## src/rtl/cameraPkg.sv

```systemverilog
package cameraPkg;

  localparam int dataWidth = 32;
  localparam int countWidth = 11;      // bytes per line and lines per frame
  localparam int maxLineWords = 256;   // words per bank
  localparam int wordIndexWidth = 8;

  // register offsets on the control slave
  localparam logic [7:0] regBytesPerLine = 8'h00;
  localparam logic [7:0] regLinesPerFrame = 8'h04;
  localparam logic [7:0] regFrameBase = 8'h10;
  localparam logic [7:0] regControl = 8'h18;
  localparam logic [7:0] regStatus = 8'h1C;

  typedef struct packed {
    logic hsync;
    logic vsync;
    logic [7:0] data;
  } camIn_t;

  typedef struct packed {
    logic cyc;
    logic stb;
    logic we;
    logic [dataWidth-1:0] adr;
    logic [dataWidth-1:0] dat;
    logic [dataWidth/8-1:0] sel;
  } wbReq_t;

  typedef struct packed {
    logic ack;
    logic [dataWidth-1:0] dat;
  } wbRsp_t;

  typedef struct packed {
    logic frameStart;                    // one cycle after vsync falls
    logic lineEnd;                       // one cycle after hsync falls
    logic [countWidth-1:0] byteIndex;    // index of the byte on the bus now
    logic active;
    logic [countWidth-1:0] bytesPerLine;
    logic [countWidth-1:0] linesPerFrame;
  } lineTiming_t;

  typedef struct packed {
    logic we;
    logic bank;
    logic [wordIndexWidth-1:0] wordIndex;
    logic [dataWidth-1:0] data;
  } pixWrite_t;

  typedef struct packed {
    logic [dataWidth-1:0] frameBase;     // word aligned
    logic continuous;
    logic singleRequest;
  } captureCtrl_t;

endpackage

```

## src/rtl/cameraRegs.sv

```systemverilog
module cameraRegs (
  input  logic                    pclk,
  input  logic                    reset,
  input  cameraPkg::wbReq_t       ctrlReq,
  output cameraPkg::wbRsp_t       ctrlRsp,
  input  cameraPkg::lineTiming_t  timing,
  input  logic                    singleDone,
  input  logic                    overrun,
  output cameraPkg::captureCtrl_t ctrl
);
  import cameraPkg::*;

  logic ack;
  logic writeEn;
  logic [7:0] offset;
  logic [dataWidth-1:0] frameBase;
  logic continuous;
  logic singleRequest;
  logic singleDoneFlag;   // sticky
  logic overrunFlag;      // sticky

  assign offset = ctrlReq.adr[7:0];
  assign writeEn = ack && ctrlReq.cyc && ctrlReq.stb && ctrlReq.we;

  always_ff @(posedge pclk) begin
    if (reset) begin
      ack <= 1'b0;
      frameBase <= '0;
      continuous <= 1'b0;
      singleRequest <= 1'b0;
      singleDoneFlag <= 1'b0;
      overrunFlag <= 1'b0;
    end else begin
      ack <= ctrlReq.cyc && ctrlReq.stb && !ack;
      if (timing.frameStart) begin
        singleRequest <= 1'b0;
      end
      if (singleDone) begin
        singleDoneFlag <= 1'b1;
      end
      if (overrun) begin
        overrunFlag <= 1'b1;
      end
      if (writeEn) begin
        case (offset)
          regFrameBase: frameBase <= {ctrlReq.dat[dataWidth-1:2], 2'b00};
          regControl: begin
            continuous <= ctrlReq.dat[1:0] == 2'd1;
            singleRequest <= ctrlReq.dat[1:0] == 2'd2;
            if (ctrlReq.dat[1:0] == 2'd2) begin
              singleDoneFlag <= 1'b0;
            end
          end
          regStatus: begin
            if (ctrlReq.dat[1]) begin
              overrunFlag <= 1'b0;   // write one to clear
            end
          end
          default: ;
        endcase
      end
    end
  end

  always_comb begin
    ctrlRsp.ack = ack;
    case (offset)
      regBytesPerLine: ctrlRsp.dat = dataWidth'(timing.bytesPerLine);
      regLinesPerFrame: ctrlRsp.dat = dataWidth'(timing.linesPerFrame);
      regFrameBase: ctrlRsp.dat = frameBase;
      regControl: ctrlRsp.dat = dataWidth'({singleRequest, continuous});
      regStatus: ctrlRsp.dat = dataWidth'({overrunFlag, singleDoneFlag});
      default: ctrlRsp.dat = '0;
    endcase
  end

  always_comb begin
    ctrl.frameBase = frameBase;
    ctrl.continuous = continuous;
    ctrl.singleRequest = singleRequest;
  end

endmodule

```

## config.mk

```make
export PLATFORM = sky130hd
export DESIGN_NAME = cameraRegs
export DESIGN_NICKNAME = d
export VERILOG_FILES = /design/src/rtl/cameraPkg.sv /design/src/rtl/cameraRegs.sv
export SDC_FILE = /design/constraint.sdc
export NUM_CORES = 1
export LEC_CHECK = 0
export BUFFER_PORTS_ARGS = -buffer_cell sky130_fd_sc_hd__buf_2
export CORE_MARGIN = 3
export CORE_UTILIZATION = 25
export CTS_BUF_LIST = sky130_fd_sc_hd__clkbuf_2
export CTS_CLUSTER_DIAMETER = 200
export DETAILED_ROUTE_END_ITERATION = 10
export PLACE_DENSITY = 0.56
export SYNTH_ARGS = -nofsm -noshare
export SYNTH_HDL_FRONTEND = slang
export SYNTH_SLANG_ARGS = --single-unit
```

## constraint.sdc

```tcl
create_clock -name pclk -period 3.14 [get_ports pclk]
set_input_delay 0 -clock pclk [delete_from_list [all_inputs] [get_ports pclk]]
set_output_delay 0 -clock pclk [all_outputs]
set_load 0.05 [all_outputs]
```

Yosys cells after proc, flatten, opt, wreduce, memory -nomap -nowiden
Cells that the tools add are included.
Cells by class
  add/sub/neg operators: 0
  multipliers: 0
  div/mod/pow operators: 0
  order comparisons: 0
  equality and inequality tests: 6
  shifts and indexed selects: 0
  mux-type cells: 12
  bitwise logic cells: 0
  reduce and logical (&&, ||, !) cells: 9
Operators with widths (number)
  case mux 32 bit (5 select lines): 1
  == test 8 x 5 -> 1 bit, second input constant: 3
  2-to-1 mux 1 bit: 11
  == test 8 x 3 -> 1 bit, second input constant: 1
  logical NOT 8 bit: 1
  logical AND 1 bit: 5
  AND reduction 2 bit: 2
  == test 2 x 1 -> 1 bit, second input constant: 1
  == test 2 bit, second input constant: 1
  logical NOT 1 bit: 1
Storage, ports and cells
  flip-flop bits (word level): 35
  latch bits: 0
  RAM bits: 0
  bits in read-only memories: 0
  bits of input ports: 111
  output and inout bits: 67
  word-level logic and storage cells: 33
  memories kept: 0

Depth between registers and ports, before layout
  depth in word-level cells: 4
  depth in mapped cells: 6
  depth with buffers taken out: 3

Worst setup path after synthesis
Ideal clock, no wire load.
  kind: input -> output
  start point: input port ctrlReq[41] (netlist bit)
  end point: output port ctrlRsp[0] (netlist bit)
  data arrival time: 1783 ps
  setup slack: 1357 ps
  cell stages on the path: 4
  path buffers: 1
  path through: or4_1 > buf_2 > or2_2 > o22ai_1
RTL lines
  from (decl): RTL line cameraRegs.sv:4  | input cameraPkg::wbReq_t ctrlReq,
  to (decl): RTL line cameraRegs.sv:5  | output cameraPkg::wbRsp_t ctrlRsp,

==> key figures <==
Run status
  • Status: finished clean

Cells and area
  • Fillers: 834
  • NumNets Final: 502
  • Final design utilization: 40.3%
  • Reg area: 701 µm²
  • Post-Layout Inst Area: 3200 µm²
  • Multi-input gate area: 1210 µm²
  • Fraction of layout cells with a size suffix above 1: 39.0%
  • Ant diodes: 0
  • Most frequent cells in the layout: 134 x buf_2, 61 x nand2b_1, 38 x dlygate4sd3_1
  • Final cell count without fillers: 494
  • Commonest non-fill, non-tap cell in the layout: buf_2
  • Syn-to-layout area delta: 53.1%

Clocking
  • CTS root buf: clkbuf_2
  • Worst skew pair latency: 360 ps
  • CTS tree: yes
  • CTS max path bufs: 2
  • CTS Sinks: 35
  • Post-CTS Setup Inserts: 0
  • Clock-pin slew on the worst setup and hold paths: 180 ps
  • Resize count post-CTS: 0
  • H-tree levels: 2
  • Num CTS Buffers: 5

Job
  • Max Cap Violations: 0

Routing
  • Routed Antenna Nets: 0
  • Routed via count: 2119
  • Routed length per instance: 12.0 µm
  • Via/cell ratio: 4.29
  • 1st-pass router iterations: 4
  • Drt total wl: 5920 µm
  • Initial drt markers: 36
  • DRC: 0

Yosys
  • Seq/Total Area, Yosys: 33.6%
  • Top_reg_cell synth: dfxtp_1
  • Synth area leaders: dfxtp_1 34%, nand2b_1 18%, mux2i_1 17%, and2_1 6.3%, a221o_1 4.3%
  • Synth warn: 0
  • Synth top area share: 33.6%
  • Largest area contributor in the netlist: dfxtp_1
  • Post-synth ARST share: 0%
  • Post-synth EDFFs: 0
  • Synth cell types: 32
  • Netlist Area Pre-Place: 2090 µm²
  • Syn Area/Cell: 9.11 µm²
  • Flop and latch count out of synthesis: 35
  • Post-synthesis cell count: 229

STA
  • Final Max Tran Viols: 0
  • Fin. Hold Viols: 0
  • Max frequency: 0.505 GHz
  • Setup TNS: 0 ps
  • RSZ-0062 raised after global routing: no
  • Relative slew slack: 45.1%
  • Worst-margin pin slew: 823 ps
  • Setup WS post-layout: 1160 ps
  • Fin crit share: 63.0%
  • Setup Skew: 6.67 ps
  • Setup violations, final: 0
  • Post-layout min period: 1980 ps

Pwr
  • Internal: 0.595 mW
  • P_leak: 1.54 nW
  • Clock power share: 26.9%
  • Combinational share of power: 17.6%
  • Sequential fraction of design power: 55.4%
  • Pwr Density: 253 nW/µm²
  • Net Sw Frac: 26.4%
  • Switch Pwr: 0.214 mW
  • Worst VDD drop: 0.0958 mV

Floorplanning
  • Core area: 7930 µm²
  • Die width: 97.4 µm
  • Chip height: 97.4 µm
  • Die footprint: 9480 µm²
  • IO Count: 178
  • # rows: 32
  • Initial core utilization: 26.3%

Placement
  • Placer Congestion: 0.818
  • Inst Count DP: 448
  • Area after DPL: 2780 µm²
  • Setup WS pre-CTS: 1110 ps
  • Final HPWL DP: 4210 µm
  • IO buf count: 134

Critical path
  • Crit path launch type: input port
  • Worst-path fanout max: 16
  • Nature of the critical path endpoint: primary output
  • Critical Path AT: 1980 ps
  • CP required: 3140 ps
  • R2r worst-path depth: 4
  • Kind of critical path: in -> out

Global routing
  • Largest net degree at the start of global routing: 68
  • Vias in the first global route: 2182
  • GRT overflow: 0
  • Initial antenna violation count: 0
  • Global-route wire length before repair: 10200 µm
  • Tot GR Track Use: 12.7%

Worst hold path
  • Hold depth: 4
  • Min-Delay Path Class: in -> reg
[path summary, 6_finish.rpt]
path | start | endpoint | slack (ps)
worst max-delay path | ctrlReq[37] | ctrlRsp[31] | 1160
worst min-delay path | ctrlReq[37] | continuous | 60
worst max register to register | ack | singleDoneFlag | 1350
worst min register to register | ack | ack | 460
[final cells by class]
| cell class | instances | share of cell area, % |
|---|---|---|
| multi-input combinational | 163 | 37.9 |
| timing repair buffer | 175 | 33.6 |
| sequential | 35 | 21.9 |
| tap | 102 | 3.99 |
| inverter | 11 | 1.29 |
| clock buffer | 7 | 1.10 |
| clock inverter | 1 | 0.157 |
[power groups by stage]
stage	clock (mW)	combinational (mW)	sequential, mW
2_1_floorplan	0	0.0589	0.457
3_3_place_gp	0	0.104	0.457
3_5_place_dp	0	0.106	0.457
4_1_cts	0.240	0.143	0.449
5_1_grt	0.260	0.158	0.449
6_report	0.218	0.143	0.448
[worst max-delay path, stage by stage]
cell	delay (ps)
buf_2	110
or4_4	630
nor2_2	520
buf_4	300
and2_1	150
buf_2	260
[timing repair]
item,in CTS,in global routing
hold endpoints to repair,35,0
hold buffers,38,0
setup endpoints to repair,0,0
[per-layer routing]
layer / wire length, µm / up-vias / track usage, % / part of all wire (%)
met5: 0 / - / 0 / 0
met4: 49 / 0 / 3.09 / 0.83
met3: 475 / 6 / 3.80 / 8.0
met2: 2890 / 84 / 22.2 / 49
met1: 2510 / 951 / 15.1 / 42
li1: - / 1078 / - / -
[stage by stage]
step	hold WS, ps	power, mW
after global placement	235	0.561
after detailed placement	247	0.563
after CTS	10.7	0.832
after global routing	21.0	0.867
after floorplan	115	0.516
final	61.7	0.809
[state kept, by name, summed over array words and instances, names as in the netlist]
register / cells
ack: 1
frameBase: 30
singleRequest: 1
overrunFlag: 1
continuous: 1
singleDoneFlag: 1
[cells in the mapped netlist, types with 2 or more instances]
| library cell | number |
|---|---|
| o22ai_1 | 2 |
| inv_1 | 11 |
| a221o_1 | 9 |
| nor3_1 | 10 |
| clkbuf_2 | 2 |
| nor3b_1 | 2 |
| buf_6 | 4 |
| nand2b_1 | 61 |
| or3_1 | 2 |
| buf_4 | 6 |
| nand2_1 | 2 |
| buf_2 | 2 |
| and2_1 | 21 |
| clkbuf_1 | 7 |
| dfxtp_1 | 35 |
| nor2_1 | 3 |
| mux2i_1 | 35 |
[cell families (layout without fill, tap and decap cells)]
family / count (synthesis) / count (layout) / synth area share [%]
AO/OA/AOI/OAI: 13 / 13 / 5.76
buffers and inverters: 32 / 194 / 8.51
flip-flops: 35 / 35 / 33.6
multiplexers: 36 / 36 / 17.3
other: 1 / 2 / 0.180
AND/OR/NAND/NOR: 112 / 112 / 34.7
Note: power is estimated with default switching activity, not from simulation.
