### config.mk
export PLATFORM = sky130hd
export DESIGN_NAME = frameWriter
export DESIGN_NICKNAME = d
export VERILOG_FILES = /design/src/rtl/cameraPkg.sv /design/src/rtl/frameWriter.sv
export SDC_FILE = /design/constraint.sdc
export NUM_CORES = 1
export LEC_CHECK = 0
export ABC_AREA = 1
export BUFFER_PORTS_ARGS = -buffer_cell sky130_fd_sc_hd__buf_2
export CAP_MARGIN = 20
export CORE_MARGIN = 4
export CORE_UTILIZATION = 50
export DETAILED_ROUTE_END_ITERATION = 12
export PLACE_DENSITY = 0.81
export RECOVER_POWER = 100
export SETUP_SLACK_MARGIN = 0.05
export SYNTH_ARGS = -nofsm -noshare
export SYNTH_HDL_FRONTEND = slang
export SYNTH_SLANG_ARGS = --single-unit
### constraint.sdc
create_clock -name pclk -period 2.8 [get_ports pclk]
set_input_delay 0.28 -clock pclk [delete_from_list [all_inputs] [get_ports pclk]]
set_output_delay 0.28 -clock pclk [all_outputs]
set_load 0.02 [all_outputs]
### src/rtl/cameraPkg.sv
package cameraPkg;

  localparam int dataWidth = 32;
  localparam int countWidth = 11;      // bytes per line and lines per frame
  localparam int maxLineWords = 256;   // words per bank
  localparam int wordIndexWidth = 8;

  // register offsets on the control slave
  localparam logic [7:0] regBytesPerLine = 8'h00;
  localparam logic [7:0] regLinesPerFrame = 8'h04;
  localparam logic [7:0] regFrameBase = 8'h10;
  localparam logic [7:0] regControl = 8'h18;
  localparam logic [7:0] regStatus = 8'h1C;

  typedef struct packed {
    logic hsync;
    logic vsync;
    logic [7:0] data;
  } camIn_t;

  typedef struct packed {
    logic cyc;
    logic stb;
    logic we;
    logic [dataWidth-1:0] adr;
    logic [dataWidth-1:0] dat;
    logic [dataWidth/8-1:0] sel;
  } wbReq_t;

  typedef struct packed {
    logic ack;
    logic [dataWidth-1:0] dat;
  } wbRsp_t;

  typedef struct packed {
    logic frameStart;                    // one cycle after vsync falls
    logic lineEnd;                       // one cycle after hsync falls
    logic [countWidth-1:0] byteIndex;    // index of the byte on the bus now
    logic active;
    logic [countWidth-1:0] bytesPerLine;
    logic [countWidth-1:0] linesPerFrame;
  } lineTiming_t;

  typedef struct packed {
    logic we;
    logic bank;
    logic [wordIndexWidth-1:0] wordIndex;
    logic [dataWidth-1:0] data;
  } pixWrite_t;

  typedef struct packed {
    logic [dataWidth-1:0] frameBase;     // word aligned
    logic continuous;
    logic singleRequest;
  } captureCtrl_t;

endpackage

### src/rtl/frameWriter.sv
module frameWriter (
  input  logic                                 pclk,
  input  logic                                 reset,
  input  cameraPkg::lineTiming_t               timing,
  input  logic                                 doneBank,
  input  cameraPkg::captureCtrl_t              ctrl,
  output logic                                 readBank,
  output logic [cameraPkg::wordIndexWidth-1:0] readIndex,
  input  logic [cameraPkg::dataWidth-1:0]      readData,
  output cameraPkg::wbReq_t                    memReq,
  input  cameraPkg::wbRsp_t                    memRsp,
  output logic                                 singleDone,
  output logic                                 overrun
);
  import cameraPkg::*;

  typedef enum logic [1:0] {
    idle,
    prefetch,
    transfer
  } writerState_t;

  writerState_t state;
  logic capturing;       // this frame goes to memory
  logic singleFrame;     // this frame is a single shot
  logic [dataWidth-1:0] writeAddr;
  logic [wordIndexWidth-1:0] wordsLeft;
  logic [wordIndexWidth-1:0] lineWords;
  logic startLine;

  assign lineWords = timing.bytesPerLine[wordIndexWidth+2:3];
  assign startLine = timing.lineEnd && capturing && lineWords != '0;

  always_ff @(posedge pclk) begin
    if (reset) begin
      state <= idle;
      capturing <= 1'b0;
      singleFrame <= 1'b0;
      singleDone <= 1'b0;
      overrun <= 1'b0;
      writeAddr <= '0;
      wordsLeft <= '0;
      readBank <= 1'b0;
      readIndex <= '0;
      memReq <= '0;
    end else begin
      singleDone <= timing.frameStart && singleFrame;
      overrun <= startLine && state != idle;   // new line dropped
      case (state)
        idle: begin
          if (startLine) begin
            readBank <= doneBank;
            readIndex <= '0;
            wordsLeft <= lineWords;
            state <= prefetch;
          end
        end
        prefetch: begin
          state <= transfer;     // read word lands in readData
        end
        transfer: begin
          if (!memReq.stb) begin
            memReq.cyc <= 1'b1;
            memReq.stb <= 1'b1;
            memReq.we <= 1'b1;
            memReq.sel <= '1;
            memReq.adr <= writeAddr;
            memReq.dat <= readData;
          end else if (memRsp.ack) begin
            memReq.stb <= 1'b0;
            writeAddr <= writeAddr + dataWidth'(4);
            wordsLeft <= wordsLeft - wordIndexWidth'(1);
            readIndex <= readIndex + wordIndexWidth'(1);
            if (wordsLeft == wordIndexWidth'(1)) begin
              memReq.cyc <= 1'b0;   // end of line
              memReq.we <= 1'b0;
              state <= idle;
            end else begin
              state <= prefetch;
            end
          end
        end
        default: state <= idle;
      endcase
      // frame decision, a pending single request is consumed here
      if (timing.frameStart) begin
        capturing <= ctrl.continuous || ctrl.singleRequest;
        singleFrame <= ctrl.singleRequest;
        writeAddr <= ctrl.frameBase;
      end
    end
  end

endmodule

== Word-level counts from Yosys, hierarchy flattened ==
Index checks and enable logic that the tools add are counted.
Operators by class
  reductions and logical operators: 18
  muxes and demuxes: 20
  add/sub/neg operators: 3
  eq/ne operators: 8
  bitwise logic cells: 1
Operators by type and width (count)
  32-bit 2-to-1 mux: 4
  8-bit 2-to-1 mux: 6
  32-bit by 3-bit adder with 32-bit output (second input constant): 1
  8-bit one-hot mux with 2 select lines: 2
  2-bit nonzero test: 5
  3-bit AND reduction: 3
  8-bit by 1-bit adder with 8-bit output (second input constant): 1
  8-bit by 1-bit == test with 1-bit output (second input constant): 1
  8-bit nonzero test: 1
  8-bit by 1-bit subtractor with 8-bit output (second input constant): 1
  2-bit 2-to-1 mux: 3
  3-bit 2-to-1 mux: 2
  2-bit inequality test (second input constant): 3
  2-bit one-hot mux with 3 select lines: 1
  1-bit logical AND: 4
  2-bit by 1-bit inequality test with 1-bit output (second input constant): 2
  2-bit AND reduction: 2
  4-bit AND reduction: 1
  2-bit by 1-bit == test with 1-bit output (second input constant): 1
  2-bit == test (second input constant): 1
  2-bit zero test: 1
  1-bit 2-to-1 mux: 2
  1-bit logical OR: 1
  1-bit inverter: 1
Word-level totals
  word-level logic and storage cells: 65
  output and inout bits: 82
  register bits: 123

== Longest topological paths before layout ==
  depth after elaboration: 5
  depth in mapped cells: 10
  depth with buffers taken out: 10

== Worst setup path after synthesis ==
Ideal clock, no wire load.
  path kind: register to register
  start point: reg memReq[69] in the netlist's numbering
  end point: reg writeAddr[5]
  clock period less this slack: 1.415 ns
  arrival: 1.306 ns
  path slack: 1.385 ns
  setup time: 0.110 ns
  cell stages (with the launch flop): 9
  cells stage by stage: dfxtp_1 > nand2_1 > nor2_4 > inv_2 > buf_2 > o211ai_1 > nand3_1 > nand2_1 > inv_1
Between the ends
  cells in the longest elaborated chain, start to end: 2
RTL lines
  from (decl): RTL line frameWriter.sv:10  | output cameraPkg::wbReq_t memReq,
  2-bit nonzero test (no source line)
  3-bit AND reduction (no source line)
  to (signal assigned): RTL line frameWriter.sv:71  | writeAddr <= writeAddr + dataWidth'(4);
  to (signal assigned): RTL line frameWriter.sv:89  | writeAddr <= ctrl.frameBase;
  to (decl): RTL line frameWriter.sv:26  | logic [dataWidth-1:0] writeAddr;
No other way between the ends.
A chain may end at the register's enable or synchronous reset.

== Worst setup path in the final report ==
  start point: reg state[0]
  end point: reg writeAddr[14]
Between the ends
  cells in the longest elaborated chain, start to end: 3
RTL lines
  from (decl): RTL line frameWriter.sv:23  | writerState_t state;
  from (signal assigned): RTL line frameWriter.sv:36  | state <= idle;
  from (signal assigned): RTL line frameWriter.sv:55  | state <= prefetch;
  from (signal assigned): RTL line frameWriter.sv:59  | state <= transfer;
  2-bit == test: RTL line frameWriter.sv:49  | case (state)
  2-bit nonzero test (no source line)
  3-bit AND reduction (no source line)
No other way between the ends.

==> flow_summary_export.csv <==
group,metric,value,unit
outcome,status,"finished clean",
floorplanning,die_area,13700,um^2
drt,vias,5952,
timing,period_minus_slack,2.23,ns
timing,fin_skew,0.0145,ns
cells_and_area,post-route-util,63.2,%
floorplanning,rows,39,
min_path,hold_path_depth,3,
setup_path,crit_family,"simple AND/OR/NAND/NOR gates",
flow_run,maxCapViolations,0,
placed_design,pre_cts_ws,0.827,ns
cells_and_area,ff_latch_area,2440,um^2
timing,slew_violations,0,
synthesis,syn_nets,1018,
global_route,first_global_vias,5364,
cells_and_area,layout-drive-gt1-share,14.3,%
clock_network,post_cts_resized,0,
drt,first_pass_iters,5,
power_and_ir_drop,switching_share,25.7,%
timing,finalSetupTns,0,ns
setup_path,crit_chain,"inv_1 > nand2_1 > nor2_4 > buf_4 > nor2_4 > buf_4 > nor2_1 > nand2_1 > a21oi_1",
timing,fin_crit_sh,79.7,%
drt,vias_per_cell,5.06,
power_and_ir_drop,power,4.68,mW
synthesis,synthFlopType,"dfxtp_1",
synthesis,synth.distinct_cells,37,
synthesis,synth_area_per_cell,6.81,um^2
timing,clock.fmax,448,MHz
power_and_ir_drop,vdd_ir_drop_max,0.321,mV
power_and_ir_drop,combPwrFrac,9.5,%
cells_and_area,syn2layout_area_growth,22.5,%
setup_path,r2r_cells,9,
floorplanning,top_level_ports,220,
setup_path,slowest_delay,0.46,ns
cells_and_area,layout_common_cells,"159 x nand2_1, 122 x dfxtp_1, 117 x inv_1, 112 x nor2_1",
clock_network,cts_tree,"yes",
setup_path,worst-path-stages,9,
timing,finalHoldViolations,0,
floorplanning,die_h,117,um
setup_path,cp.arrival,2.51,ns
cells_and_area,fillers,1113,
floorplanning,start_util,51.6,%
setup_path,critPathKind,"flop to flop",
timing,hold_ws,0.126,ns
clock_network,htree_levels,4,
power_and_ir_drop,powerDensity,641,nW/um^2
setup_path,cp-start-kind,"flop",
power_and_ir_drop,p_leak,2.87,nW
synthesis,synth_seq_cells,122,
synthesis,yosysWarningCount,0,
floorplanning,coreArea,11600,um^2
global_route,grt_pass1_wl,24.7,mm
cells_and_area,nets,1161,
global_route,antenna_found_initial,1,
power_and_ir_drop,clkPwrFrac,50.1,%
timing,relSlewSlack,21.1,%
clock_network,clock-sinks,122,
clock_network,clk_path_buf_depth,2,
clock_network,cts_made_buffers,17,
setup_path,cp-end-kind,"flop",
power_and_ir_drop,p_switching,1.20,mW
setup_path,required,3.08,ns
global_route,grt_overflow,0,
timing,setup_viol,0,
drt,drc,0,
clock_network,cts_setup_buffers,0,
global_route,grt_max_degree,68,
clock_network,root_buffer,"clkbuf_16",
floorplanning,die_w,117,um
clock_network,path_clk_slew,0.06,ns
clock_network,clk_latency,0.41,ns
power_and_ir_drop,pwr-share-seq,40.4,%
drt,wl_per_cell,13.4,um
setup_path,crit_fanout,19,
timing,rsz0062_at_grt,"no",
synthesis,postSynthCellCount,876,
power_and_ir_drop,p_int,3.48,mW
synthesis,synth_area,5970,um^2
timing,fin_ws,0.569,ns
cells_and_area,final_common_cell,"nand2_1",
placed_design,routabilityCongestion,0.900,
timing,tightest_slew,1.18,ns
cells_and_area,multi_input_area,2820,um^2
synthesis,synth_edf_count,0,
min_path,hold_path_class,"input port to flop",
synthesis,async_reset_ff_share,0,%
clock_network,hold_buffers,0,
global_route,grt_use_total,22.4,%
synthesis,seq_area_frac_synth,40.9,%
placed_design,dp_hpwl,11.4,mm
setup_path,path_buf_inv,3,
placed_design,port_buffers,161,
drt,drt-initial-drc-count,385,
setup_path,slowest_stage,"nand2_1",
drt,wirelength,15.8,mm
drt,ant_nets,0,
-- cell families after synthesis --
kind of cell	share of synthesized area [%]
simple gates	28.1
compound gates	17.6
flops	40.9
xor+xnor	1.03
fa+ha+maj	0.839
buf+inv	11.5
-- layer usage --
| metal | up-vias | GRT usage (%) | routed length, um |
|---|---|---|---|
| met2 | 215 | 35.3 | 7010 |
| li1 | 3097 | - | - |
| met3 | 19 | 4.37 | 1260 |
| met4 | 0 | 9.10 | 246 |
| met5 | - | 0 | 0 |
| met1 | 2621 | 30.2 | 7290 |
-- power by group through the flow --
| stage | Combinational, mW | Sequential (mW) | Clock (mW) |
|---|---|---|---|
| 6_report | 0.445 | 1.89 | 2.35 |
| 5_1_grt | 0.503 | 1.90 | 2.47 |
| 4_1_cts | 0.462 | 1.89 | 2.38 |
| 3_5_place_dp | 0.458 | 1.92 | 0 |
| 3_3_place_gp | 0.452 | 1.92 | 0 |
| 2_1_floorplan | 0.260 | 1.95 | 0 |
-- flip-flops by register name, summed over array words and instances (netlist names) --
name and flops:
memReq 67, writeAddr 32, readIndex 8, wordsLeft 8, state 2, capturing 1, overrun 1, readBank 1
singleDone 1, singleFrame 1
-- tightest hold or removal path: stages --
cell     delay, ns
buf_2         0.08
nand3_1       0.06
o21ai_0       0.08
-- final timing paths --
kind | to | slack, ns | start
worst min register to register | memReq[42] | 0.44 | memReq[42]
worst max register to register | writeAddr[14] | 0.57 | state[0]
worst max-delay path | writeAddr[14] | 0.57 | state[0]
worst min-delay path | singleFrame | 0.13 | ctrl[0]
-- synthesized netlist by cell type, types with 2 or more instances --
| cell | number | share of area, % |
|---|---|---|
| buf_2 | 15 | 1.3 |
| nor2_1 | 112 | 7.0 |
| buf_4 | 5 | 0.63 |
| nand2_2 | 9 | 0.94 |
| ha_1 | 4 | 0.84 |
| nor3_1 | 7 | 0.59 |
| dfxtp_1 | 122 | 41 |
| nand2_1 | 158 | 9.9 |
| o21ai_0 | 89 | 7.5 |
| buf_6 | 3 | 0.57 |
| clkbuf_2 | 3 | 0.25 |
| a31oi_1 | 5 | 0.52 |
| a21oi_1 | 86 | 7.2 |
| a221oi_1 | 2 | 0.29 |
| nand3_1 | 65 | 5.5 |
| inv_2 | 3 | 0.19 |
| clkbuf_1 | 20 | 1.3 |
| nor2_4 | 10 | 1.9 |
| xnor2_1 | 3 | 0.44 |
| a21oi_2 | 5 | 0.73 |
| inv_1 | 116 | 7.3 |
| nand2_4 | 2 | 0.38 |
| nand4_1 | 6 | 0.63 |
| nor2_2 | 5 | 0.52 |
| xor2_1 | 4 | 0.59 |
| o211ai_1 | 6 | 0.75 |
-- layout make-up --
type                    instances  area share [%]
multi-input cells             589            38.6
well taps                     143            2.45
diodes                          1          0.0342
inverters                     119            6.11
flip-flops and latches        122            33.4
clock buffers                  17            5.82
clock inverters                15            2.93
repair buffers                170            10.6
-- per-stage QoR --
stage	area (um^2)	instances
2_1_floorplan	5970	876
3_3_place_gp	6800	1143
3_5_place_dp	6800	1143
4_1_cts	7440	1175
5_1_grt	7310	1176
6_report	7310	1176
(Power assumes the default switching activity.)
