<file path="config.mk">
export PLATFORM = sky130hd
export DESIGN_NAME = syncTiming
export DESIGN_NICKNAME = d
export VERILOG_FILES = /design/src/rtl/cameraPkg.sv /design/src/rtl/syncTiming.sv
export SDC_FILE = /design/constraint.sdc
export NUM_CORES = 1
export LEC_CHECK = 0
export ABC_AREA = 1
export BUFFER_PORTS_ARGS = -buffer_cell sky130_fd_sc_hd__buf_2
export CAP_MARGIN = 20
export CORE_MARGIN = 2
export CORE_UTILIZATION = 49
export CTS_BUF_LIST = sky130_fd_sc_hd__clkbuf_8
export DETAILED_ROUTE_END_ITERATION = 10
export GPL_ROUTABILITY_DRIVEN = 0
export HOLD_SLACK_MARGIN = 0.08
export PLACE_DENSITY = 0.77
export SLEW_MARGIN = 40
export SYNTH_ARGS = -nofsm -noshare
export SYNTH_HDL_FRONTEND = slang
export SYNTH_SLANG_ARGS = --single-unit
export TNS_END_PERCENT = 1
</file>
<file path="constraint.sdc">
create_clock -name pclk -period 1.2 [get_ports pclk]
set_input_delay 0.06 -clock pclk [delete_from_list [all_inputs] [get_ports pclk]]
set_output_delay 0.06 -clock pclk [all_outputs]
set_load 0.02 [all_outputs]
</file>
<file path="src/rtl/cameraPkg.sv">
package cameraPkg;

  localparam int dataWidth = 32;
  localparam int countWidth = 11;      // bytes per line and lines per frame
  localparam int maxLineWords = 256;   // words per bank
  localparam int wordIndexWidth = 8;

  // register offsets on the control slave
  localparam logic [7:0] regBytesPerLine = 8'h00;
  localparam logic [7:0] regLinesPerFrame = 8'h04;
  localparam logic [7:0] regFrameBase = 8'h10;
  localparam logic [7:0] regControl = 8'h18;
  localparam logic [7:0] regStatus = 8'h1C;

  typedef struct packed {
    logic hsync;
    logic vsync;
    logic [7:0] data;
  } camIn_t;

  typedef struct packed {
    logic cyc;
    logic stb;
    logic we;
    logic [dataWidth-1:0] adr;
    logic [dataWidth-1:0] dat;
    logic [dataWidth/8-1:0] sel;
  } wbReq_t;

  typedef struct packed {
    logic ack;
    logic [dataWidth-1:0] dat;
  } wbRsp_t;

  typedef struct packed {
    logic frameStart;                    // one cycle after vsync falls
    logic lineEnd;                       // one cycle after hsync falls
    logic [countWidth-1:0] byteIndex;    // index of the byte on the bus now
    logic active;
    logic [countWidth-1:0] bytesPerLine;
    logic [countWidth-1:0] linesPerFrame;
  } lineTiming_t;

  typedef struct packed {
    logic we;
    logic bank;
    logic [wordIndexWidth-1:0] wordIndex;
    logic [dataWidth-1:0] data;
  } pixWrite_t;

  typedef struct packed {
    logic [dataWidth-1:0] frameBase;     // word aligned
    logic continuous;
    logic singleRequest;
  } captureCtrl_t;

endpackage

</file>
<file path="src/rtl/syncTiming.sv">
module syncTiming (
  input  logic                   pclk,
  input  logic                   reset,
  input  cameraPkg::camIn_t      cam,
  output cameraPkg::lineTiming_t timing
);
  import cameraPkg::*;

  logic hsyncPrev;
  logic vsyncPrev;
  logic hsyncFall;
  logic vsyncFall;
  logic frameStart;
  logic lineEnd;
  logic [countWidth-1:0] byteCount;
  logic [countWidth-1:0] lineCount;
  logic [countWidth-1:0] bytesPerLine;
  logic [countWidth-1:0] linesPerFrame;

  assign hsyncFall = hsyncPrev & ~cam.hsync;
  assign vsyncFall = vsyncPrev & ~cam.vsync;

  always_ff @(posedge pclk) begin
    if (reset) begin
      hsyncPrev <= 1'b0;
      vsyncPrev <= 1'b0;
      frameStart <= 1'b0;
      lineEnd <= 1'b0;
      byteCount <= '0;
      lineCount <= '0;
      bytesPerLine <= '0;
      linesPerFrame <= '0;
    end else begin
      hsyncPrev <= cam.hsync;
      vsyncPrev <= cam.vsync;
      frameStart <= vsyncFall;
      lineEnd <= hsyncFall;
      if (hsyncFall) begin
        bytesPerLine <= byteCount;   // finished line length
        byteCount <= '0;
      end else if (cam.hsync) begin
        byteCount <= byteCount + countWidth'(1);
      end
      if (vsyncFall) begin
        linesPerFrame <= lineCount;
        lineCount <= '0;
      end else if (hsyncFall) begin
        lineCount <= lineCount + countWidth'(1);
      end
    end
  end

  always_comb begin
    timing.frameStart = frameStart;
    timing.lineEnd = lineEnd;
    timing.byteIndex = byteCount;
    timing.active = cam.hsync;       // byte on the bus is valid
    timing.bytesPerLine = bytesPerLine;
    timing.linesPerFrame = linesPerFrame;
  end

endmodule

</file>
# ---- Word level (Yosys, flattened, before mapping)
# Cells that the tools add are included.
dict set report op_classes {
  n_addsub 2
  bitwise_logic 4
  reduce_logical 2
}
# op count
set ops {}
lappend ops {{adder 11 x 1 -> 11 bit (second input constant)} 2}
lappend ops {{OR reduction 2 bit} 2}
lappend ops {{AND 1 bit} 2}
lappend ops {{inverter 1 bit} 2}
dict set report word_totals {
  register_bits 48
  word_cells 16
}

# ---- Logic depth before layout (Yosys ltp)
# Gate-level depths: netlist of the first run.
dict set report depth {
  ltp_word 3
  ltp_mapped 7
  ltp_nobuf 7
}

# ---- Least setup slack after synthesis of the first run
# No wires, ideal clock.
dict set report synth_timing {
  kind {flip-flop to flip-flop}
  startpoint {register byteCount[1]}
  endpoint {register byteCount[10]}
  t_arrival_ns 1.158
  required_ns 1.138
  path_slack_ns -0.020
  stages_incl_launch_ff 8
  n_path_buf 0
  period_less_slack_ns 1.220
  cell_sequence {dfxtp_1 > ha_1 > nand2_2 > nor2_4 > nand3_1 > nand2_1 > inv_1 > nor2_2}
}
dict set report synth_via {
  elab_chain_cells 1
}
# item line_no
set synth_rtl {}
lappend synth_rtl {{start: declaration} syncTiming.sv:15} ;# logic [countWidth-1:0] byteCount;
lappend synth_rtl {{start signal: assignment} syncTiming.sv:42} ;# byteCount <= byteCount + countWidth'(1);
lappend synth_rtl {{adder 11 x 1 -> 11 bit} syncTiming.sv:42}
# No other way between the ends.
# A chain may end at the register's enable or synchronous reset.

# ---- Final worst setup path of the first run
dict set report layout_timing {
  startpoint {input port cam[8] (netlist bit)}
  endpoint {register linesPerFrame[1]}
}
dict set report layout_via {
  elab_chain_cells 2
}
# item line_no
set layout_rtl {}
lappend layout_rtl {{start: declaration} syncTiming.sv:4} ;# input cameraPkg::camIn_t cam,
lappend layout_rtl {{inverter 1 bit} syncTiming.sv:21} ;# assign vsyncFall = vsyncPrev & ~cam.vsync;
lappend layout_rtl {{AND 1 bit} syncTiming.sv:21}
lappend layout_rtl {{end signal: assignment} syncTiming.sv:45} ;# linesPerFrame <= lineCount;
lappend layout_rtl {{end: declaration} syncTiming.sv:18} ;# logic [countWidth-1:0] linesPerFrame;
# No other way between the ends.

==> results.toml, run 1 <==
[grt]
first_global_vias = 1664
antenna_found_initial = 0
grt_max_degree = 22
grt_first_pass_wirelength_um = 6980
grt_usage_pct = 20.4
grt-ovfl-total = 0

[logic_synthesis]
synthXorXnorAreaFrac_pct = 0
yosysUniqueCellTypes = 25
syn_inst = 249
synth_seq_cells = 48
synthAdderAreaFrac_pct = 1.29
synth_area_um2 = 1950
synth-simple-area-share_pct = 27.9
synthFlopType = "dfxtp_1"
synth_fp_nets = 263
synth-compound-area-share_pct = 12.6
synthMuxAreaShare_pct = 0
synth_top_family_by_area = "simple AND/OR/NAND/NOR gates"
synth-seq-area-share_pct = 49.4
synth_edf_count = 0
syn_area_per_cell_um2 = 7.81
yosys_warnings = 0
async_reset_ff_share_pct = 0

[timing]
worst_slack_ns = 0.0360
rsz0062_at_grt = "yes"
worst_pin_slew_ns = 0.241
hold_viol = 0
finalCritPeriodShare_pct = 97.0
finalCriticalPeriod_ns = 1.16
relSlewSlack_pct = 83.9
fmax_mhz = 859
finalSetupViolations = 0
finalMaxSlewViolations = 0
finalClockSkew_ns = 0.00481

[clock_tree]
clk_root_buffer_cell = "clkbuf_8"
clock_sinks = 48
clkLatencyLatePin_ns = 0.30
htree_num_levels = 2
cts_inserted_buffers = 5
postCtsSetupBuffers = 0
clk_path_buf_depth = 2
cts_tree = "done"
path_clk_slew_ns = 0.08

[setup_path]
cp_max_fo = 21
crit_required_ns = 1.39
r2r-start = "lineCount[0]"
endpoint = "linesPerFrame[1]"
worstPathArrival_ns = 1.36
startpoint_type = "primary input"
endpoint_kind = "flip-flop"
path_class = "primary input to flip-flop"
regToRegSetupSlack_ns = 0.07
r2r-end = "lineCount[8]"
startpoint = "cam[8]"
rr_worst_depth = 8

[floorplanning]
initial_utilization_pct = 52.0
core-area_um2 = 3740
rows = 22
io_pins = 48
fp.dieW_um = 67.0
die_y_um = 67.0
die_area_um2 = 4490

[power_and_ir_drop]
peakVddDrop_mv = 0.634
powerDensity_nw_per_um2 = 1130
power_mw = 2.75
p_leak_nw = 1.10

[finish]
antenna_cells = 0
final_nets = 318
drive_above_1_share_pct = 27.9
area_delta_synth_final_pct = 25.0
postLayoutCoreUtil_pct = 64.9

[hold_path]
hold_path.class = "primary input to flip-flop"

[routing]
wire_per_inst_um = 11.4
wl_um = 4010
ant_nets = 0
drt-initial-drc-count = 83
viasPerCell = 4.95
vias = 1749
drc = 0
dr.pass1.iters = 4

[place]
dpl.hpwl_um = 2770
pre_cts_slack_ns = -0.00137
io_buffers = 39

[run]
maxCapViolCount = 0

[outcome]
status = "finished, final reports clean"
through the flow:
step | hold slack (ns) | setup TNS, ns | cell area [um2] | instances
final | 0.112 | 0 | 2430 | 353
after global routing | 0.125 | -0.0729 | 2430 | 353
after CTS | 0.0961 | 0 | 2400 | 353
after detailed placement | 0.290 | -0.00137 | 2270 | 342
after global placement | 0.284 | 0 | 2270 | 342
after floorplan | 0.131 | 0 | 1950 | 249
worst max-delay path, cell delays in order:
cell and delay, ns:
dlygate4sd3_1 0.54, buf_2 0.13, nor2_1 0.16, nor2_1 0.09
buf_12 0.16, a22o_1 0.20
cells in the mapped netlist, types with 2 or more instances:
| cell type | instances | area, um2 |
|---|---|---|
| o21ai_0 | 15 | 75.1 |
| inv_1 | 28 | 105 |
| inv_2 | 3 | 11.3 |
| a21oi_2 | 3 | 26.3 |
| a22o_1 | 6 | 52.6 |
| o21ai_1 | 4 | 20.0 |
| buf_6 | 2 | 22.5 |
| a21oi_1 | 11 | 55.1 |
| nand2_2 | 2 | 12.5 |
| nand4_1 | 4 | 25.0 |
| buf_4 | 3 | 22.5 |
| buf_2 | 2 | 10.0 |
| dfxtp_1 | 48 | 961 |
| nand2_1 | 62 | 233 |
| nor2_4 | 5 | 56.3 |
| nand3_1 | 11 | 55.1 |
| ha_1 | 2 | 25.0 |
| nor3_1 | 3 | 15.0 |
| nor2_1 | 29 | 109 |
flip-flops by register name, summed over array words and instances (netlist names):
name / flops
hsyncPrev: 1
lineEnd: 1
byteCount: 11
vsyncPrev: 1
lineCount: 11
frameStart: 1
bytesPerLine: 11
linesPerFrame: 11
metal layers:
layer / part of all wire, % / track usage (%) / vias up
li1: - / - / 901
met1: 44 / 22.4 / 804
met3: 4.5 / 5.74 / 5
met5: 0 / 0 / -
met4: 1.4 / 7.40 / 0
met2: 50 / 36.8 / 39
layout by cell type, fill, tap and decap left out, drive strengths merged:
master        n
a21oi        14
a22o          6
buf          52
clkbuf        6
dfxtp        48
dlygate4sd3   3
ha            2
inv          33
nand2        65
nand3        11
nand3b        1
nand4         5
nor2         35
nor3          3
o21ai        20
o31ai         1
area by class of cell:
cell class              count  area (um2)
clock buffers               6        82.6
clock inverters             2        7.51
fillers                   345        1310
inverters                  31         116
multi-input cells         163         846
flip-flops and latches     48         967
well taps                  48        60.1
repair buffers             55         352
logic make-up (layout without fill, tap and decap cells):
family,after synthesis,count (layout)
simple gates,120,120
compound gates,41,41
buf+inv,38,94
flops,48,48
fa+ha+maj,2,2
how the worst min path moves through the flow:
| stage | from | end | slack (ns) | cells after the start |
|---|---|---|---|---|
| after floorplan | reset | vsyncPrev | 0.13 | 1 |
| after global placement | cam[8] | vsyncPrev | 0.28 | 3 |
| after detailed placement | cam[8] | vsyncPrev | 0.29 | 3 |
| after CTS | cam[9] | byteCount[1] | 0.1 | 3 |
| after global routing | cam[9] | byteCount[1] | 0.13 | 3 |
| final | cam[9] | byteCount[0] | 0.11 | 3 |
what timing repair did:
action / in CTS / in global routing
resized for setup: 1 / 11
hold buffers: 3 / 0
hold endpoints to repair: 2 / 0
pin swaps: 0 / 3
endpoints found under the setup margin: 2 / 12
gates cloned: 0 / 0
where the power goes:
part / switching (mW) / internal [mW]
clock network: 0.509 / 0.453
logic: 0.106 / 0.0675
registers: 0.00943 / 1.61
total: 0.625 / 2.13
No activity file was read; power rests on OpenSTA's default activity.
==> inputs of run 2 (changes only) <==
Settings changed: ABC_AREA 1 to default, PLACE_DENSITY 0.77 to 0.78.
==> run 2 against run 1 <==
Critical endpoint is now lineCount[8]; the flow now finishes with violations (negative setup slack); clock power about the same; die area is 3.2% lower; flip-flop and latch count unchanged.
==> results.toml, run 2 <==
[routing]
ant_nets = 0
vias = 1652
drc = 0
wl_met2_um = 2040
met1Wirelength_um = 1980
drt-initial-drc-count = 88
wire_per_inst_um = 13.5
dr_wl_met3_um = 164
viasPerCell = 5.23
wl_um = 4270
top_layer_used = "met4"
dr.pass1.iters = 4

[clock_tree]
clk_path_buf_depth = 2
cts_inserted_buffers = 5
clkLatencyLatePin_ns = 0.30
clock_sinks = 48
path_clk_slew_ns = 0.08
clk_root_buffer_cell = "clkbuf_8"
htree_num_levels = 2
cts_tree = "done"

[logic_synthesis]
async_reset_ff_share_pct = 0
syn_area_per_cell_um2 = 9.30
yosys_warnings = 0
synth_area_um2 = 1880
synth_seq_cells = 48
syn_inst = 202
yosys.area.top_type_share_pct = 51.1
synthAdderAreaFrac_pct = 1.33
synth_top_family_by_area = "simple AND/OR/NAND/NOR gates"
synth-compound-area-share_pct = 15.1
synth_edf_count = 0
synth-simple-area-share_pct = 22.4
synth.most_common_cell = "dfxtp_1"
synth-seq-area-share_pct = 51.1
synth_area_leaders = "dfxtp_1, nand2_1, a21oi_1, a22o_1, o31ai_1"
synth_fp_nets = 216
synthFlopType = "dfxtp_1"
synth_common_cells = "dfxtp_1, nand2_1, a21oi_1"
synthMuxAreaShare_pct = 2.13
yosysTopAreaCell = "dfxtp_1"
yosysUniqueCellTypes = 29
synthXorXnorAreaFrac_pct = 2.80

[place]
place_area_um2 = 2340
dpl.hpwl_um = 2900
placed_cells = 304
io_buffers = 39
pre_cts_slack_ns = -0.0980

[floorplanning]
fp.dieW_um = 65.9
io_pins = 48
die_y_um = 65.9
die_area_um2 = 4350
core-area_um2 = 3660
initial_utilization_pct = 51.3
rows = 22

[outcome]
status = "finished, violations left"
violations = "negative setup slack"

[power_and_ir_drop]
power_mw = 2.74
powerDensity_nw_per_um2 = 1100
p_leak_nw = 1.08
peakVddDrop_mv = 0.819

[finish]
area_delta_synth_final_pct = 33.1
mostFrequentLayoutCells = "buf_2, dfxtp_1, nand2_1"
drive_above_1_share_pct = 37.7
instances_no_fill = 316
final_nets = 281
final_area_um2 = 2500
n_fill_cell = 276
antenna_cells = 0
postLayoutCoreUtil_pct = 68.3
final_common_cell = "buf_2"

[hold_path]
hold_path.class = "primary input to flip-flop"

[setup_path]
startpoint_type = "flip-flop"
slowest_delay_ns = 0.41
endpoint_kind = "flip-flop"
worstPathArrival_ns = 1.51
cp_top_family = "simple AND/OR/NAND/NOR gates"
cp.buffers_inverters = 0
cp_max_fo = 6
crit_required_ns = 1.43
path_class = "flip-flop to flip-flop"
path_cells = "ha_4, nand4b_4, or4_1, a21oi_1"
crit_slowest_cell = "or4_1"

[timing]
finalClockSkew_ns = 0.00337
worst_pin_slew_ns = 0.489
finalCriticalPeriod_ns = 1.28
finalSetupViolations = 9
finalMaxSlewViolations = 0
relSlewSlack_pct = 67.3
worst_slack_ns = -0.0760
finalSetupTns_ns = -0.349
hold_ws_ns = 0.130
hold_viol = 0
rsz0062_at_grt = "yes"
finalCritPeriodShare_pct = 106
fmax_mhz = 784

[grt]
grt_max_degree = 16
grt-ovfl-total = 0
grt_usage_pct = 21.8
first_global_vias = 1614
antenna_found_initial = 0
grt_first_pass_wirelength_um = 7290

[run]
maxCapViolCount = 0
-- run 2: kinds of logic after synthesis --
| logic type | count (synthesis) |
|---|---|
| AOI/OAI and AO/OA | 45 |
| xor gates and xnor gates | 6 |
| adders and majority gates | 2 |
| buffers and inverters | 20 |
| DFF | 48 |
| muxes | 4 |
| and+or+nand+nor | 77 |
-- run 2: power breakdown --
group	internal (mW)	switching [mW]	leakage [nW]
Sequential	1.59	0.0157	0.397
Combinational	0.0676	0.101	0.625
Clock	0.454	0.510	0.0538
Total	2.11	0.626	1.08
-- run 2: worst paths after layout --
check | from | endpoint | slack (ns) | cells after the start
max reg2reg | lineCount[1] | lineCount[8] | -0.08 | 4
max | lineCount[1] | lineCount[8] | -0.08 | 4
min reg2reg | bytesPerLine[8] | bytesPerLine[8] | 0.46 | 2
min | reset | lineCount[9] | 0.13 | 4
-- run 2: tightest hold or removal path, stage by stage --
cell     delay (ns)
buf_2          0.10
inv_2          0.08
nand3_1        0.09
mux2i_1        0.06
-- run 2: final cells by class --
class                           count  area [um2]  share of cell area [%]
Clock buffer                        6        82.6                    3.30
Timing Repair Buffer               71         447                    17.9
Clock inverter                      2        7.51                   0.300
Tap cell                           48        60.1                    2.40
Multi-Input combinational cell    134         876                    35.0
Sequential cell                    48        1000                    40.1
Inverter                            7        26.3                    1.05
-- run 2: routing by layer --
metal | track usage [%] | up-vias
met5 | 0 | -
met4 | 9.44 | 0
met3 | 4.94 | 9
met2 | 35.5 | 41
met1 | 27.7 | 763
li1 | - | 839
-- run 2: timing repair --
action	4_1_cts	5_1_grt
setup buffers	0	1
endpoints found under the hold margin	3	1
pin swaps	2	1
resized for setup	8	2
hold buffers	2	1
setup endpoints to repair	24	14
